[src/isa_pkg.sv]
`default_nettype none

package isa_pkg;

  // instruction word.
  localparam int inst_width = 32;

  // opcode sits in the top six bits.
  localparam int opcode_msb = 31;
  localparam int opcode_lsb = 26;
  localparam int opcode_bits = opcode_msb - opcode_lsb + 1;

  // register form, top bits 00.
  // the rest of this group (add, sub, and, or ...) may go to either pipe.
  localparam logic [opcode_bits-1:0] op_cmp = 6'b001010;
  localparam logic [opcode_bits-1:0] op_test = 6'b001011;

  // immediate form, top bits 01.
  localparam logic [opcode_bits-1:0] op_cmpi = 6'b011010;
  localparam logic [opcode_bits-1:0] op_testi = 6'b011011;

  // top bits 10 are loads and stores, 11 are jumps.
  // neither needs a named value here.

  // all-zero word, opcode zero.
  localparam logic [inst_width-1:0] nop_instruction = '0;

endpackage

`default_nettype wire

[src/issue_pkg.sv]
`default_nettype none

package issue_pkg;

  // program counter.
  localparam int addr_width = 16;

  localparam int pipe_bits = 2;

  // which slot an instruction needs.
  localparam logic [pipe_bits-1:0] pipe_dont_care = 2'd0; // alu op, any slot.
  localparam logic [pipe_bits-1:0] pipe_branch = 2'd1;    // slot 0 only.
  localparam logic [pipe_bits-1:0] pipe_memory = 2'd2;    // slot 1 only.

endpackage

`default_nettype wire

[src/pair_if.sv]
`timescale 1ns/1ps
`default_nettype none

// one instruction pair with its program counters.
interface pair_if;

  logic [isa_pkg::inst_width-1:0] instr0;
  logic [isa_pkg::inst_width-1:0] instr1;
  logic [issue_pkg::addr_width-1:0] pc0;
  logic [issue_pkg::addr_width-1:0] pc1;

  modport src (
    output instr0,
    output instr1,
    output pc0,
    output pc1
  );

  modport dst (
    input instr0,
    input instr1,
    input pc0,
    input pc1
  );

endinterface

`default_nettype wire

[src/dual_issue_top.sv]
`timescale 1ns/1ps
`default_nettype none

module dual_issue_top (
  input  logic                             clk,
  input  logic                             arst_n,
  input  logic                             stall,
  input  logic [isa_pkg::inst_width-1:0]   instr0_in,
  input  logic [isa_pkg::inst_width-1:0]   instr1_in,
  input  logic [issue_pkg::addr_width-1:0] pc0_in,
  input  logic [issue_pkg::addr_width-1:0] pc1_in,
  output logic                             hold,
  output logic [isa_pkg::inst_width-1:0]   instr0_out,
  output logic [isa_pkg::inst_width-1:0]   instr1_out,
  output logic [issue_pkg::addr_width-1:0] pc0_out,
  output logic [issue_pkg::addr_width-1:0] pc1_out,
  output logic                             first_out
);

  logic [issue_pkg::pipe_bits-1:0] class0;
  logic [issue_pkg::pipe_bits-1:0] class1;
  logic first;

  pair_if pair_in ();
  pair_if pair_steered ();

  // fetch pair.
  assign pair_in.instr0 = instr0_in;
  assign pair_in.instr1 = instr1_in;
  assign pair_in.pc0 = pc0_in;
  assign pair_in.pc1 = pc1_in;

  pipe_classify classify0_i (
    .opcode     (instr0_in[isa_pkg::opcode_msb:isa_pkg::opcode_lsb]),
    .pipe_class (class0)
  );

  pipe_classify classify1_i (
    .opcode     (instr1_in[isa_pkg::opcode_msb:isa_pkg::opcode_lsb]),
    .pipe_class (class1)
  );

  steer steer_i (
    .clk      (clk),
    .arst_n   (arst_n),
    .stall    (stall),
    .pair_in  (pair_in),
    .class0   (class0),
    .class1   (class1),
    .pair_out (pair_steered),
    .split    (hold), // fetch re-presents the pair.
    .first    (first)
  );

  issue_latch issue_latch_i (
    .clk        (clk),
    .arst_n     (arst_n),
    .stall      (stall),
    .pair_in    (pair_steered),
    .first      (first),
    .instr0_out (instr0_out),
    .instr1_out (instr1_out),
    .pc0_out    (pc0_out),
    .pc1_out    (pc1_out),
    .first_out  (first_out)
  );

endmodule

`default_nettype wire

[src/issue_latch.sv]
`timescale 1ns/1ps
`default_nettype none

module issue_latch (
  input  logic                             clk,
  input  logic                             arst_n,
  input  logic                             stall,
  pair_if.dst                              pair_in,
  input  logic                             first,
  output logic [isa_pkg::inst_width-1:0]   instr0_out,
  output logic [isa_pkg::inst_width-1:0]   instr1_out,
  output logic [issue_pkg::addr_width-1:0] pc0_out,
  output logic [issue_pkg::addr_width-1:0] pc1_out,
  output logic                             first_out
);

  always_ff @(posedge clk or negedge arst_n) begin
    if (!arst_n) begin
      instr0_out <= isa_pkg::nop_instruction;
      instr1_out <= isa_pkg::nop_instruction;
      pc0_out <= '0;
      pc1_out <= '0;
      first_out <= 1'b0;
    end else if (!stall) begin
      // frozen while downstream is stalled.
      instr0_out <= pair_in.instr0;
      instr1_out <= pair_in.instr1;
      pc0_out <= pair_in.pc0;
      pc1_out <= pair_in.pc1;
      first_out <= first;
    end
  end

endmodule

`default_nettype wire

[src/pipe_classify.sv]
`timescale 1ns/1ps
`default_nettype none

module pipe_classify (
  input  logic [isa_pkg::opcode_bits-1:0] opcode,
  output logic [issue_pkg::pipe_bits-1:0] pipe_class
);

  logic [1:0] group;

  assign group = opcode[isa_pkg::opcode_bits-1 -: 2];

  always_comb begin
    pipe_class = issue_pkg::pipe_dont_care;
    if (opcode != '0) begin
      case (group)
        2'b00: begin // register alu ops.
          if (opcode == isa_pkg::op_cmp || opcode == isa_pkg::op_test) begin
            pipe_class = issue_pkg::pipe_branch;
          end
        end
        2'b01: begin // immediate alu ops.
          if (opcode == isa_pkg::op_cmpi || opcode == isa_pkg::op_testi) begin
            pipe_class = issue_pkg::pipe_branch;
          end
        end
        2'b10: begin
          pipe_class = issue_pkg::pipe_memory; // loads, stores.
        end
        default: begin
          pipe_class = issue_pkg::pipe_branch; // jumps.
        end
      endcase
    end
  end

endmodule

`default_nettype wire

[src/steer.sv]
`timescale 1ns/1ps
`default_nettype none

module steer (
  input  logic                            clk,
  input  logic                            arst_n,
  input  logic                            stall,
  pair_if.dst                             pair_in,
  input  logic [issue_pkg::pipe_bits-1:0] class0,
  input  logic [issue_pkg::pipe_bits-1:0] class1,
  pair_if.src                             pair_out,
  output logic                            split,
  output logic                            first
);

  // high while the second half of a split pair is due.
  logic prev_split;

  always_ff @(posedge clk or negedge arst_n) begin
    if (!arst_n) begin
      prev_split <= 1'b0;
    end else if (!stall) begin
      prev_split <= split;
    end
  end

  always_comb begin
    // straight through unless a rule below says otherwise.
    pair_out.instr0 = pair_in.instr0;
    pair_out.instr1 = pair_in.instr1;
    pair_out.pc0 = pair_in.pc0;
    pair_out.pc1 = pair_in.pc1;
    split = 1'b0;
    first = 1'b0;

    case ({class0, class1})
      {issue_pkg::pipe_branch, issue_pkg::pipe_branch}: begin
        // both want slot 0, one per cycle.
        pair_out.instr1 = isa_pkg::nop_instruction;
        pair_out.pc1 = '0;
        if (!prev_split) begin
          split = 1'b1;
        end else begin
          pair_out.instr0 = pair_in.instr1;
          pair_out.pc0 = pair_in.pc1;
        end
      end
      {issue_pkg::pipe_memory, issue_pkg::pipe_memory}: begin
        // both want slot 1.
        pair_out.instr0 = isa_pkg::nop_instruction;
        pair_out.pc0 = '0;
        first = 1'b1;
        if (!prev_split) begin
          pair_out.instr1 = pair_in.instr0;
          pair_out.pc1 = pair_in.pc0;
          split = 1'b1;
        end
      end
      {issue_pkg::pipe_memory, issue_pkg::pipe_branch},
      {issue_pkg::pipe_memory, issue_pkg::pipe_dont_care},
      {issue_pkg::pipe_dont_care, issue_pkg::pipe_branch}: begin
        // each fits only the other slot, so swap.
        pair_out.instr0 = pair_in.instr1;
        pair_out.instr1 = pair_in.instr0;
        pair_out.pc0 = pair_in.pc1;
        pair_out.pc1 = pair_in.pc0;
        first = 1'b1; // older one now in slot 1.
      end
      default: begin
      end
    endcase
  end

endmodule

`default_nettype wire
[config.mk]
export PLATFORM = sky130hd
export DESIGN_NAME = dual_issue_top
export DESIGN_NICKNAME = d
export VERILOG_FILES = /design/src/isa_pkg.sv /design/src/issue_pkg.sv /design/src/pair_if.sv /design/src/dual_issue_top.sv /design/src/issue_latch.sv /design/src/pipe_classify.sv /design/src/steer.sv
export SDC_FILE = /design/constraint.sdc
export NUM_CORES = 1
export LEC_CHECK = 0
export ABC_AREA = 1
export BUFFER_PORTS_ARGS = -buffer_cell sky130_fd_sc_hd__buf_2
export CAP_MARGIN = 10
export CORE_MARGIN = 2
export CORE_UTILIZATION = 54
export DETAILED_ROUTE_END_ITERATION = 6
export HOLD_SLACK_MARGIN = 0.05
export PLACE_DENSITY_LB_ADDON = 0.05
export SYNTH_ARGS = -nofsm -noshare
export SYNTH_HDL_FRONTEND = slang
export SYNTH_HIERARCHICAL = 1
export SYNTH_SLANG_ARGS = --single-unit
[constraint.sdc]
create_clock -name clk -period 1.7 [get_ports clk]
set_input_delay 0.17 -clock clk [delete_from_list [all_inputs] [get_ports clk]]
set_output_delay 0.17 -clock clk [all_outputs]
set_load 0.02 [all_outputs]
Yosys cells after proc, flatten, opt, wreduce, memory -nomap -nowiden
Index checks and enable logic that the tools add are counted. Widths: inputs -> output; s select.

Add/sub/neg operators: 0. Multiply operators: 0. Divide/modulo/power cells: 0. $lt $le $gt $ge: 0. Equal/unequal tests: 17. Shifts and indexed selects: 0. Muxes and demuxes: 17. Bitwise logic cells: 0. Reductions and logical operators: 11.

Operators by type and width (number): $pmux 32 s3 (2); $pmux 16 s3 (2); $mux 32 (1); $eq 6x4->1 const B (4); $eq 6x5->1 const B (4); $mux 16 (1); $eq 4x4->1 const B (3); $pmux 2 s3 (2); $reduce_bool 6->1 (2); $mux 1 (7); $eq 2x1->1 const B (2); $eq 2x2->1 const B (2); $eq 4x1->1 const B (1); $eq 4x3->1 const B (1); $logic_not 2->1 (2); $logic_or 1x1->1 (4); $mux 2 (2); $reduce_or 4->1 (1); $reduce_or 3->1 (1); $reduce_or 2->1 (1).

Flip-flop bits (word level): 98. Latch bits: 0. RAM bits: 0. Bits in read-only memories: 0. Input bits: 99. Output and inout port bits: 98. Word-level logic and storage cells: 51. Memories: 0.

Longest topological paths before layout
Gate-level depths: netlist (run 1).

Depth in word-level cells: 8. Gate-level depth with buffers: 13. Depth with buffers taken out: 11.

By module
The synthesis (run 1) kept the hierarchy.

By module, submodules not included: issue_latch (instances 1, cells an instance 410, area each 3668.5 um^2, sequential area each 2427.3 um^2); steer (instances 1, cells an instance 806, area each 3433.3 um^2, sequential area each 25.0 um^2); pipe_classify (instances 2, cells an instance 5, area each 23.8 um^2, sequential area each 0.0 um^2).

Worst setup path after synthesis (run 1)
OpenSTA, ideal clock, no wires.

Path type: input to output. Start: input instr0_in[28] (netlist name). End: output hold. Arrival: 1.290 ns. Required time: 1.530 ns. Slack: 0.240 ns. Stages: 9. Path buffers: 2. Cell sequence: clkinv_1 > nand3_1 > a21oi_1 > nand2_1 > inv_1 > nand2_1 > buf_2 > buf_2 > a21oi_1.

Word-level cells in the longest chain between the ends: 8. Elaborated cells between the ends (all ways): 15. Classes of those cells: eq/ne: 6; mux: 5; reduce/logical: 4.

Ends and longest elaborated chain: start, declared (line dual_issue_top.sv:8) `input logic [isa_pkg::inst_width-1:0] instr0_in,`; $eq 6x5->1 or $eq 6x4->1 (tied branches) (line pipe_classify.sv:23, pipe_classify.sv:18); $logic_or 1x1->1, on equally long branches (line pipe_classify.sv:23, pipe_classify.sv:18); $mux 1, on equally long branches (line pipe_classify.sv:23, pipe_classify.sv:18); $pmux 2 s3 (line pipe_classify.sv:16) `case (group)`; $mux 2 (*) (line pipe_classify.sv:15) `if (opcode != '0) begin`; named net class0, one bit (line dual_issue_top.sv:20) `logic [issue_pkg::pipe_bits-1:0] class0;`; $eq 4x3->1 or $eq 4x4->1 (tied branches) (line steer.sv:36) `case ({class0, class1})`; $reduce_or 2->1 (no source line) (*); $mux 1 (*); end, declared (line dual_issue_top.sv:12) `output logic hold,`.

The timed path passes the listed nets; every way through them passes the cells marked *.

Worst setup path in the final report (run 1)
Start: input instr1_in[31] (netlist name). End: output hold.

Elaborated cells between the ends (all ways): 18. Classes of those cells: eq/ne: 8; mux: 5; reduce/logical: 5.

RTL lines: start, declared (line dual_issue_top.sv:9) `input logic [isa_pkg::inst_width-1:0] instr1_in,`; $eq 2x2->1, or another cell as far along (line pipe_classify.sv:16); $pmux 2 s3 (line pipe_classify.sv:16); $mux 2 (*) (line pipe_classify.sv:15); named net class1, one bit (line dual_issue_top.sv:21) `logic [issue_pkg::pipe_bits-1:0] class1;`; $eq 4x3->1 or $eq 4x4->1 (tied branches) (line steer.sv:36); $reduce_or 2->1 (no source line) (*); $mux 1 (*).

Marks and branches as above.

==> flow_summary.yaml, run 1 <==
cells_and_area:
  instances_no_fill: 1560
  nNetsFinal: 1477
  multi_input_comb_area_um2: 3799
  finalInstanceArea_um2: 8587
  seq_area_um2: 2454
  areaGrowthSynthToFinish_pct: 20.11
  nFillCells: 1245
  drive_above_1_share: 0.1837
job:
  cap_violations: 0
logic_synthesis:
  synth_edf_count: 0
  syn_area_per_cell_um2: 5.831
  synth_nets: 1325
  yosys.area.top_type_share: 0.3430
  netlist_instances: 1226
  ys_ff_latch: 98
  synth_ff_type: "dfrtp_1"
  yosysWarnings: 6
  synth_area_leaders: "dfrtp_1, nand2_1, nor2_1, nand4_1, inv_1"
  yosysTopAreaCell: "dfrtp_1"
  synthArstFlopShare: 1.000
  ys_seq_area_frac: 0.3430
  synthTopCellsByCount: "nand2_1, nor2_1, inv_1, dfrtp_1, nand4_1"
  yosys.cell_types.count: 15
  synth_area_um2: 7149
  synth_most_common_cell: "nand2_1"
floorplan:
  fp.coreArea_um2: 13090
  io_pins: 197
  fp.dieW_um: 119.1
  initial_utilization: 0.5464
  die_y_um: 119.1
  rows: 42
  die_area_um2: 14180
power_and_ir_drop:
  power-per-cell-area_nw_per_um2: 858.1
  p_leak_nw: 5.428
  vdd_drop_max_uv: 558.0
cts:
  cts_tree: "done"
  htree_levels: 3
  clock-sinks: 98
  cts_setup_buffers: 0
  clockBufferDepth: 2
  cts.clk_slew.worst_paths_ns: 0.07
  numCtsBuffers: 9
  cts_root_buffer: "clkbuf_16"
  insertion_delay_ns: 0.35
drt:
  avgViaCountPerCell: 5.062
  drt-initial-drc-count: 672
  drt_wl_total_um: 19670
  post_drt_wl_per_cell_um: 12.61
  drc: 0
  dr.pass1.iters: 5
  antenna_left: 0
  via_count: 7896
sta:
  clock.fmax_mhz: 624.9
  finalHoldViolations: 0
  setup_violations: 0
  period_minus_slack_ns: 1.600
  max-slew-margin-rel: 0.7278
  period_share: 0.9414
  finClkSkew_ns: 0.003995
  setup_tns_ns: 0
  tightest_slew_ns: 0.4084
  slew_viol_final: 0
setup_path:
  end_kind: "output port"
  critPathMaxStageDelay_ns: 0.19
  crit_buf_inv: 4
  crit_arrival_ns: 1.43
  required_ns: 1.53
  cp_top_family: "buffers and inverters"
  slowest_stage: "nor2_1"
  cp_cell_sequence: "buf_2, inv_2, nor2_2, a21oi_2, nor2_1, nand2_4, buf_12, a21oi_1, buf_2"
  crit_top_cell: "buf_2"
  cp-start-kind: "input pin"
  r2r_setup_slack_ns: 0.32
  criticalPathCategory: "input pin to output port"
  crit_fanout: 43
global_route:
  antenna_found_initial: 1
  grt_overflow_total: 0
  grt_pass1_wl_um: 32960
  grt_pass1_vias: 6786
  grt_max_degree: 76
  grt.total_usage: 0.2833
hold_path:
  hp-class: "input pin to flip-flop"
placed_design:
  place_congestion: 0.8417
  portBuffers: 196
  post_dp_cell_area_um2: 8258
  dp_hpwl_um: 13050
  place_inst: 1542
run_status:
  run_status: "completed"
[tightest hold or removal path, stage by stage]
cell	delay, ns
buf_2	0.08
nand4_1	0.08
nand2_1	0.06
nand2_1	0.05
nand2_1	0.04
[path summary, 6_finish.rpt]
check | from | end | cells past startpoint
max | instr1_in[31] | hold | 9
min | instr1_in[2] | issue_latch_i/instr1_out[2] | 5
max reg2reg | steer_i/prev_split | issue_latch_i/instr1_out[22] | 8
min reg2reg | issue_latch_i/instr0_out[12] | issue_latch_i/instr0_out[12] | 2
max in group asynchronous | arst_n | steer_i/prev_split | 3
min in group asynchronous | arst_n | issue_latch_i/instr1_out[16] | 2
[per-layer routing]
| layer | vias up | GRT usage | wire length, um |
|---|---|---|---|
| met5 | - | 0 | 0 |
| met4 | 0 | 0.07440 | 182 |
| met3 | 15 | 0.05603 | 1476 |
| met2 | 295 | 0.4522 | 9266 |
| met1 | 3551 | 0.3945 | 8739 |
| li1 | 4035 | - | - |
[flip-flops by register name, summed over array words and instances (netlist names)]
register,flops
issue_latch_i/instr0_out,32
issue_latch_i/instr1_out,32
issue_latch_i/pc0_out,16
issue_latch_i/pc1_out,16
issue_latch_i/first_out,1
steer_i/prev_split,1
[area by class of cell]
class	instances	area share
diodes	1	0.0002914
clock buffers	12	0.02987
well taps	176	0.02564
multi-input cells	936	0.4424
repair buffers	226	0.1632
inverters	107	0.04706
clock inverters	4	0.005828
flip-flops and latches	98	0.2857
[per-stage QoR]
| step | worst slack, ns | hold slack (ns) | power (mW) | utilization |
|---|---|---|---|---|
| after floorplan | 0.2401 | -0.1256 | 4.439 | - |
| after global placement | 0.07457 | 0.1284 | 5.232 | 0.6311 |
| after detailed placement | 0.05751 | 0.1253 | 5.246 | 0.6311 |
| after CTS | 0.1159 | 0.1641 | 7.420 | 0.6553 |
| after global routing | -0.02709 | 0.1852 | 7.824 | 0.6561 |
| final | 0.09969 | 0.1717 | 7.369 | 0.6562 |
[cell families after synthesis]
logic type,share of synthesized area
flip-flops,0.3430
AO/OA/AOI/OAI,0.002099
AND/OR/NAND/NOR,0.5247
buffers and inverters,0.1302
[where the power goes]
group / total [mW] / leakage, nW / internal, mW / switching, mW
logic: 2.37 / 4.07 / 0.834 / 1.54
registers: 2.84 / 1.22 / 2.65 / 0.187
clock network: 2.16 / 0.145 / 1.22 / 0.934
[placed cells by master, fill, tap and decap left out, types with 3 or more instances in the layout]
master       n
nand2_4      3
nand2_1    537
buf_4       16
nand3_1      3
inv_1      100
nand4_1     96
dfrtp_1     97
nor2_2       3
buf_12      15
inv_2        4
nor2_1     291
clkbuf_16    9
buf_2      194
[what timing repair did]
action,CTS,global route
endpoints found under the hold margin,25,0
setup endpoints to repair,0,1
hold buffers,1,0
gates resized for setup,0,3
Power figures use the tool's default switching activity.
==> run 2: changes to the inputs <==
--- a/config.mk
+++ b/config.mk
@@ -8,7 +8,7 @@
 export ABC_AREA = 1
 export BUFFER_PORTS_ARGS = -buffer_cell sky130_fd_sc_hd__buf_2
 export CAP_MARGIN = 10
-export CORE_MARGIN = 2
+export CORE_MARGIN = 4
 export CORE_UTILIZATION = 54
 export DETAILED_ROUTE_END_ITERATION = 6
 export HOLD_SLACK_MARGIN = 0.05
==> flow_summary.yaml, run 2 (synthesis results as in run 1) <==
setup_path:
  crit_fanout: 27
  cp_cell_sequence: "buf_2, clkinv_1, nand3_1, a21oi_2, nand2_1, inv_1, nand2_4, buf_12, a21oi_1, buf_4"
  cp_top_family: "buffers and inverters"
  critPathMaxStageDelay_ns: 0.23
  end_kind: "output port"
  crit_arrival_ns: 1.45
  slowest_stage: "a21oi_2"
  crit_buf_inv: 5
  criticalPathCategory: "input pin to output port"
  required_ns: 1.53
  cp-start-kind: "input pin"
power_and_ir_drop:
  power-per-cell-area_nw_per_um2: 853.9
  power_mw: 7.356
  p_leak_nw: 5.445
  vdd_drop_max_uv: 412.4
cts:
  cts.clk_slew.worst_paths_ns: 0.07
  cts_root_buffer: "clkbuf_16"
  clock-sinks: 98
  insertion_delay_ns: 0.35
  cts_tree: "done"
  clockBufferDepth: 2
  numCtsBuffers: 9
  htree_levels: 3
cells_and_area:
  nFillCells: 1232
  final_common_cell: "nand2_1"
  n_antenna_cell: 0
  top_regs: "issue_latch_i/instr0_out (32), issue_latch_i/instr1_out (32)"
  nNetsFinal: 1478
  areaGrowthSynthToFinish_pct: 20.49
  drive_above_1_share: 0.1842
  final_cell_mix: "nand2_1, nor2_1, buf_2"
  utilization: 0.6744
floorplan:
  die_y_um: 123.1
  io_pins: 197
  rows: 41
  fp.dieW_um: 123.1
  initial_utilization: 0.5597
  fp.coreArea_um2: 12770
  die_area_um2: 15150
drt:
  drt-initial-drc-count: 628
  via_count: 7823
  dr.pass1.iters: 5
  drt_wl_total_um: 20040
  antenna_left: 0
  drc: 0
  avgViaCountPerCell: 5.028
  post_drt_wl_per_cell_um: 12.88
sta:
  finalHoldViolations: 0
  slew_viol_final: 0
  setup_violations: 0
  period_minus_slack_ns: 1.618
  max-slew-margin-rel: 0.6526
  setup_tns_ns: 0
  clock.fmax_mhz: 618.1
  finalWorstSetupSlack_ns: 0.08225
  finClkSkew_ns: 0.005941
  tightest_slew_ns: 0.5211
  period_share: 0.9516
global_route:
  grt.total_usage: 0.2633
  grt_pass1_vias: 6923
  grt_pass1_wl_um: 32470
  grt_max_degree: 78
  antenna_found_initial: 1
  grt_overflow_total: 0
placed_design:
  portBuffers: 196
  dp_hpwl_um: 13830
  place_congestion: 0.8315
  dp_slack_ns: 0.05344
hold_path:
  hp-class: "input pin to flip-flop"
run_status:
  run_status: "completed"
job:
  cap_violations: 0
-- run 2: cell types whose count changed in the layout (fill, tap and decap cells not counted), sizes merged --
cell	delta
diode	-1
buf	+1
-- run 2: path summary, 6_finish.rpt --
| path | start | end | slack [ns] | cells past startpoint |
|---|---|---|---|---|
| worst min register to register | issue_latch_i/instr0_out[2] | issue_latch_i/instr0_out[2] | 0.47 | 2 |
| max in group asynchronous | arst_n | steer_i/prev_split | 0.84 | 3 |
| min in group asynchronous | arst_n | issue_latch_i/instr1_out[18] | 0.34 | 2 |
| worst max register to register | steer_i/prev_split | issue_latch_i/instr0_out[21] | 0.25 | 9 |
| worst min-delay path | pc1_in[15] | issue_latch_i/pc1_out[15] | 0.17 | 5 |
| worst max-delay path | instr1_in[28] | hold | 0.08 | 10 |
-- run 2: per-layer routing --
layer,routed length [um],global-route usage,share of wire,up-vias
met2,9550,0.4428,0.48,251
li1,-,-,-,4023
met1,8644,0.3463,0.43,3524
met5,13,0,0.00065,-
met3,1519,0.04849,0.076,23
met4,311,0.07958,0.016,2
-- run 2: area by class of cell --
class	instances	area, um^2	area share
tap	172	215.2	0.02498
clock inverter	4	50.05	0.005810
timing repair buffer	227	1436	0.1667
multi-input combinational	936	3799	0.4410
clock buffer	12	256.5	0.02977
inverter	107	404.1	0.04691
sequential	98	2454	0.2848
-- run 2: what timing repair did --
action	in CTS	in global routing
buffers inserted	0	1
hold buffers	1	0
endpoints found under the setup margin	0	1
resized for setup	0	4
endpoints found under the hold margin	31	0
-- run 2: through the flow --
step | hold slack [ns] | instances | instance area (um^2)
after floorplan | -0.1256 | 1226 | 7149
final | 0.1697 | 1556 | 8615
after global routing | 0.1764 | 1556 | 8615
after global placement | 0.1817 | 1538 | 8278
after detailed placement | 0.1833 | 1538 | 8278
after CTS | 0.1647 | 1555 | 8594
-- run 2: worst min-delay path: cells and delay by family --
family / cells / cell delay (ns)
and+or+nand+nor: 4 / 0.22
buffers and inverters: 1 / 0.10
-- run 2: report_power, final --
| part | switching [mW] | internal (mW) | total [mW] |
|---|---|---|---|
| clock | 0.920 | 1.22 | 2.14 |
| combinational | 1.54 | 0.833 | 2.37 |
| sequential | 0.186 | 2.65 | 2.84 |
| total | 2.65 | 4.71 | 7.36 |
==> run 3: changes to the inputs <==
--- a/config.mk
+++ b/config.mk
@@ -9,7 +9,7 @@
 export BUFFER_PORTS_ARGS = -buffer_cell sky130_fd_sc_hd__buf_2
 export CAP_MARGIN = 10
 export CORE_MARGIN = 4
-export CORE_UTILIZATION = 54
+export CORE_UTILIZATION = 47
 export DETAILED_ROUTE_END_ITERATION = 6
 export HOLD_SLACK_MARGIN = 0.05
 export PLACE_DENSITY_LB_ADDON = 0.05
==> flow_summary.yaml, run 3 (synthesis results as in run 1) <==
run_status:
  run_status: "completed"
cells_and_area:
  drive_above_1_share: 0.1802
  n_antenna_cell: 0
  final_common_cell: "nand2_1"
  nNetsFinal: 1477
  areaGrowthSynthToFinish_pct: 18.92
  final_cell_mix: "nand2_1, nor2_1, buf_2"
  top_regs: "issue_latch_i/instr0_out (32), issue_latch_i/instr1_out (32)"
  finalInstanceArea_um2: 8502
  nFillCells: 1517
hold_path:
  min_to: "issue_latch_i/pc0_out[15]"
  worstHoldPathCells: 5
  hp-class: "input pin to flip-flop"
  hp-start: "pc0_in[15]"
sta:
  period_minus_slack_ns: 1.574
  slew_viol_final: 0
  tightest_slew_ns: 0.6899
  max-slew-margin-rel: 0.5400
  rsz0062_at_grt: "false"
  setup_tns_ns: 0
  finalWorstSetupSlack_ns: 0.1259
  setup_violations: 0
  finalHoldViolations: 0
  finClkSkew_ns: 0.01235
  whs_ns: 0.1708
  clock.fmax_mhz: 635.3
  period_share: 0.9260
global_route:
  grt_max_degree: 67
  antenna_found_initial: 1
  grt_pass1_wl_um: 34230
  grt.total_usage: 0.2337
  grt_overflow_total: 0
  grt_pass1_vias: 6973
drt:
  antenna_left: 0
  drt-initial-drc-count: 473
  avgViaCountPerCell: 5.014
  dr.pass1.iters: 5
  post_drt_wl_per_cell_um: 13.16
  drt_wl_total_um: 20610
  via_count: 7852
  drc: 0
cts:
  ctsHoldBuffers: 1
  cts_tree: "done"
  numCtsBuffers: 9
  clockBufferDepth: 2
  post_cts_resize_count: 0
  clock-sinks: 98
  htree_levels: 3
  insertion_delay_ns: 0.36
  cts_setup_buffers: 0
  cts.clk_slew.worst_paths_ns: 0.08
  cts_root_buffer: "clkbuf_16"
floorplan:
  io_pins: 197
  rows: 44
  die_y_um: 131.3
  fp.coreArea_um2: 14700
  initial_utilization: 0.4864
  die_area_um2: 17250
  fp.dieW_um: 131.3
setup_path:
  criticalPathCategory: "input pin to output port"
  r2r_setup_slack_ns: 0.35
  slowest_stage: "nor2_1"
  critPathMaxStageDelay_ns: 0.20
  rr_worst_depth: 9
  end_kind: "output port"
  reg2reg_to: "issue_latch_i/pc0_out[8]"
  required_ns: 1.53
  rr_startpoint: "steer_i/prev_split"
  cp_cell_sequence: "buf_2, inv_2, nor2_2, a21oi_1, nor2_1, nand2_4, buf_4, a21oi_1, buf_2"
  crit_fanout: 11
  crit_arrival_ns: 1.40
  cp-start-kind: "input pin"
power_and_ir_drop:
  power-per-cell-area_nw_per_um2: 873.2
  p_switching_mw: 2.642
  internal-power_mw: 4.782
  seq_power_share: 0.383
  vdd_drop_max_uv: 500.0
  p_sw_frac: 0.3559
  power_mw: 7.424
  p_leak_nw: 5.395
  clkPwrFrac: 0.301
  power_frac_comb: 0.316
placed_design:
  portBuffers: 196
  dp_slack_ns: 0.04732
  post_dp_cell_area_um2: 8180
  place_congestion: 0.8389
  dp_hpwl_um: 14000
job:
  cap_violations: 0
## run 3: cell types whose count changed in the layout (fill, tap and decap cells not counted), moves of 2 or more
cell,delta
clkinvlp_4,-2
buf_4,+7
a21oi_2,-2
a21oi_1,+2
buf_12,-9
## run 3: final cells by class
class	instances	area [um^2]	area share
clock inverters	3	65.06	0.007653
repair buffers	226	1314	0.1545
well taps	184	230.2	0.02708
inverters	107	404.1	0.04754
flip-flops and latches	98	2454	0.2886
multi-input cells	936	3789	0.4456
clock buffers	12	246.5	0.02899
## run 3: worst max path at each step
stage,start,end,slack [ns]
2_1_floorplan,instr0_in[28],hold,0.24
3_3_place_gp,instr0_in[28],issue_latch_i/instr0_out[14],0.07
3_5_place_dp,instr0_in[28],issue_latch_i/pc1_out[15],0.05
4_1_cts,instr1_in[31],hold,0.13
5_1_grt,instr1_in[28],hold,0.006
6_report,instr1_in[31],hold,0.13
## run 3: worst max-delay path, delay by kind of cell
family	cells	cell delay, ns
buf+inv	4	0.56
simple gates	3	0.46
compound gates	2	0.20
## run 3: stage by stage
step,instances,utilization
2_1_floorplan,1226,-
3_3_place_gp,1550,0.5565
3_5_place_dp,1550,0.5565
4_1_cts,1566,0.5784
5_1_grt,1566,0.5784
6_report,1566,0.5784
## run 3: power by group through the flow
stage                     clock network [mW]  logic [mW]  registers, mW
final                                   2.23        2.35           2.84
after global routing                    2.38        2.63           2.88
after CTS                               2.29        2.37           2.84
after detailed placement                   0        2.36           2.88
after global placement                     0        2.34           2.89
after floorplan                            0        1.18           3.26
## run 3: layer usage
layer  wire length (um)  GRT usage  vias to the layer above
met5                 13          0                        -
met4                189    0.04609                        2
met3               1404    0.06078                       15
met2               9775     0.3897                      220
met1               9226     0.3103                     3596
li1                   -          -                     4019
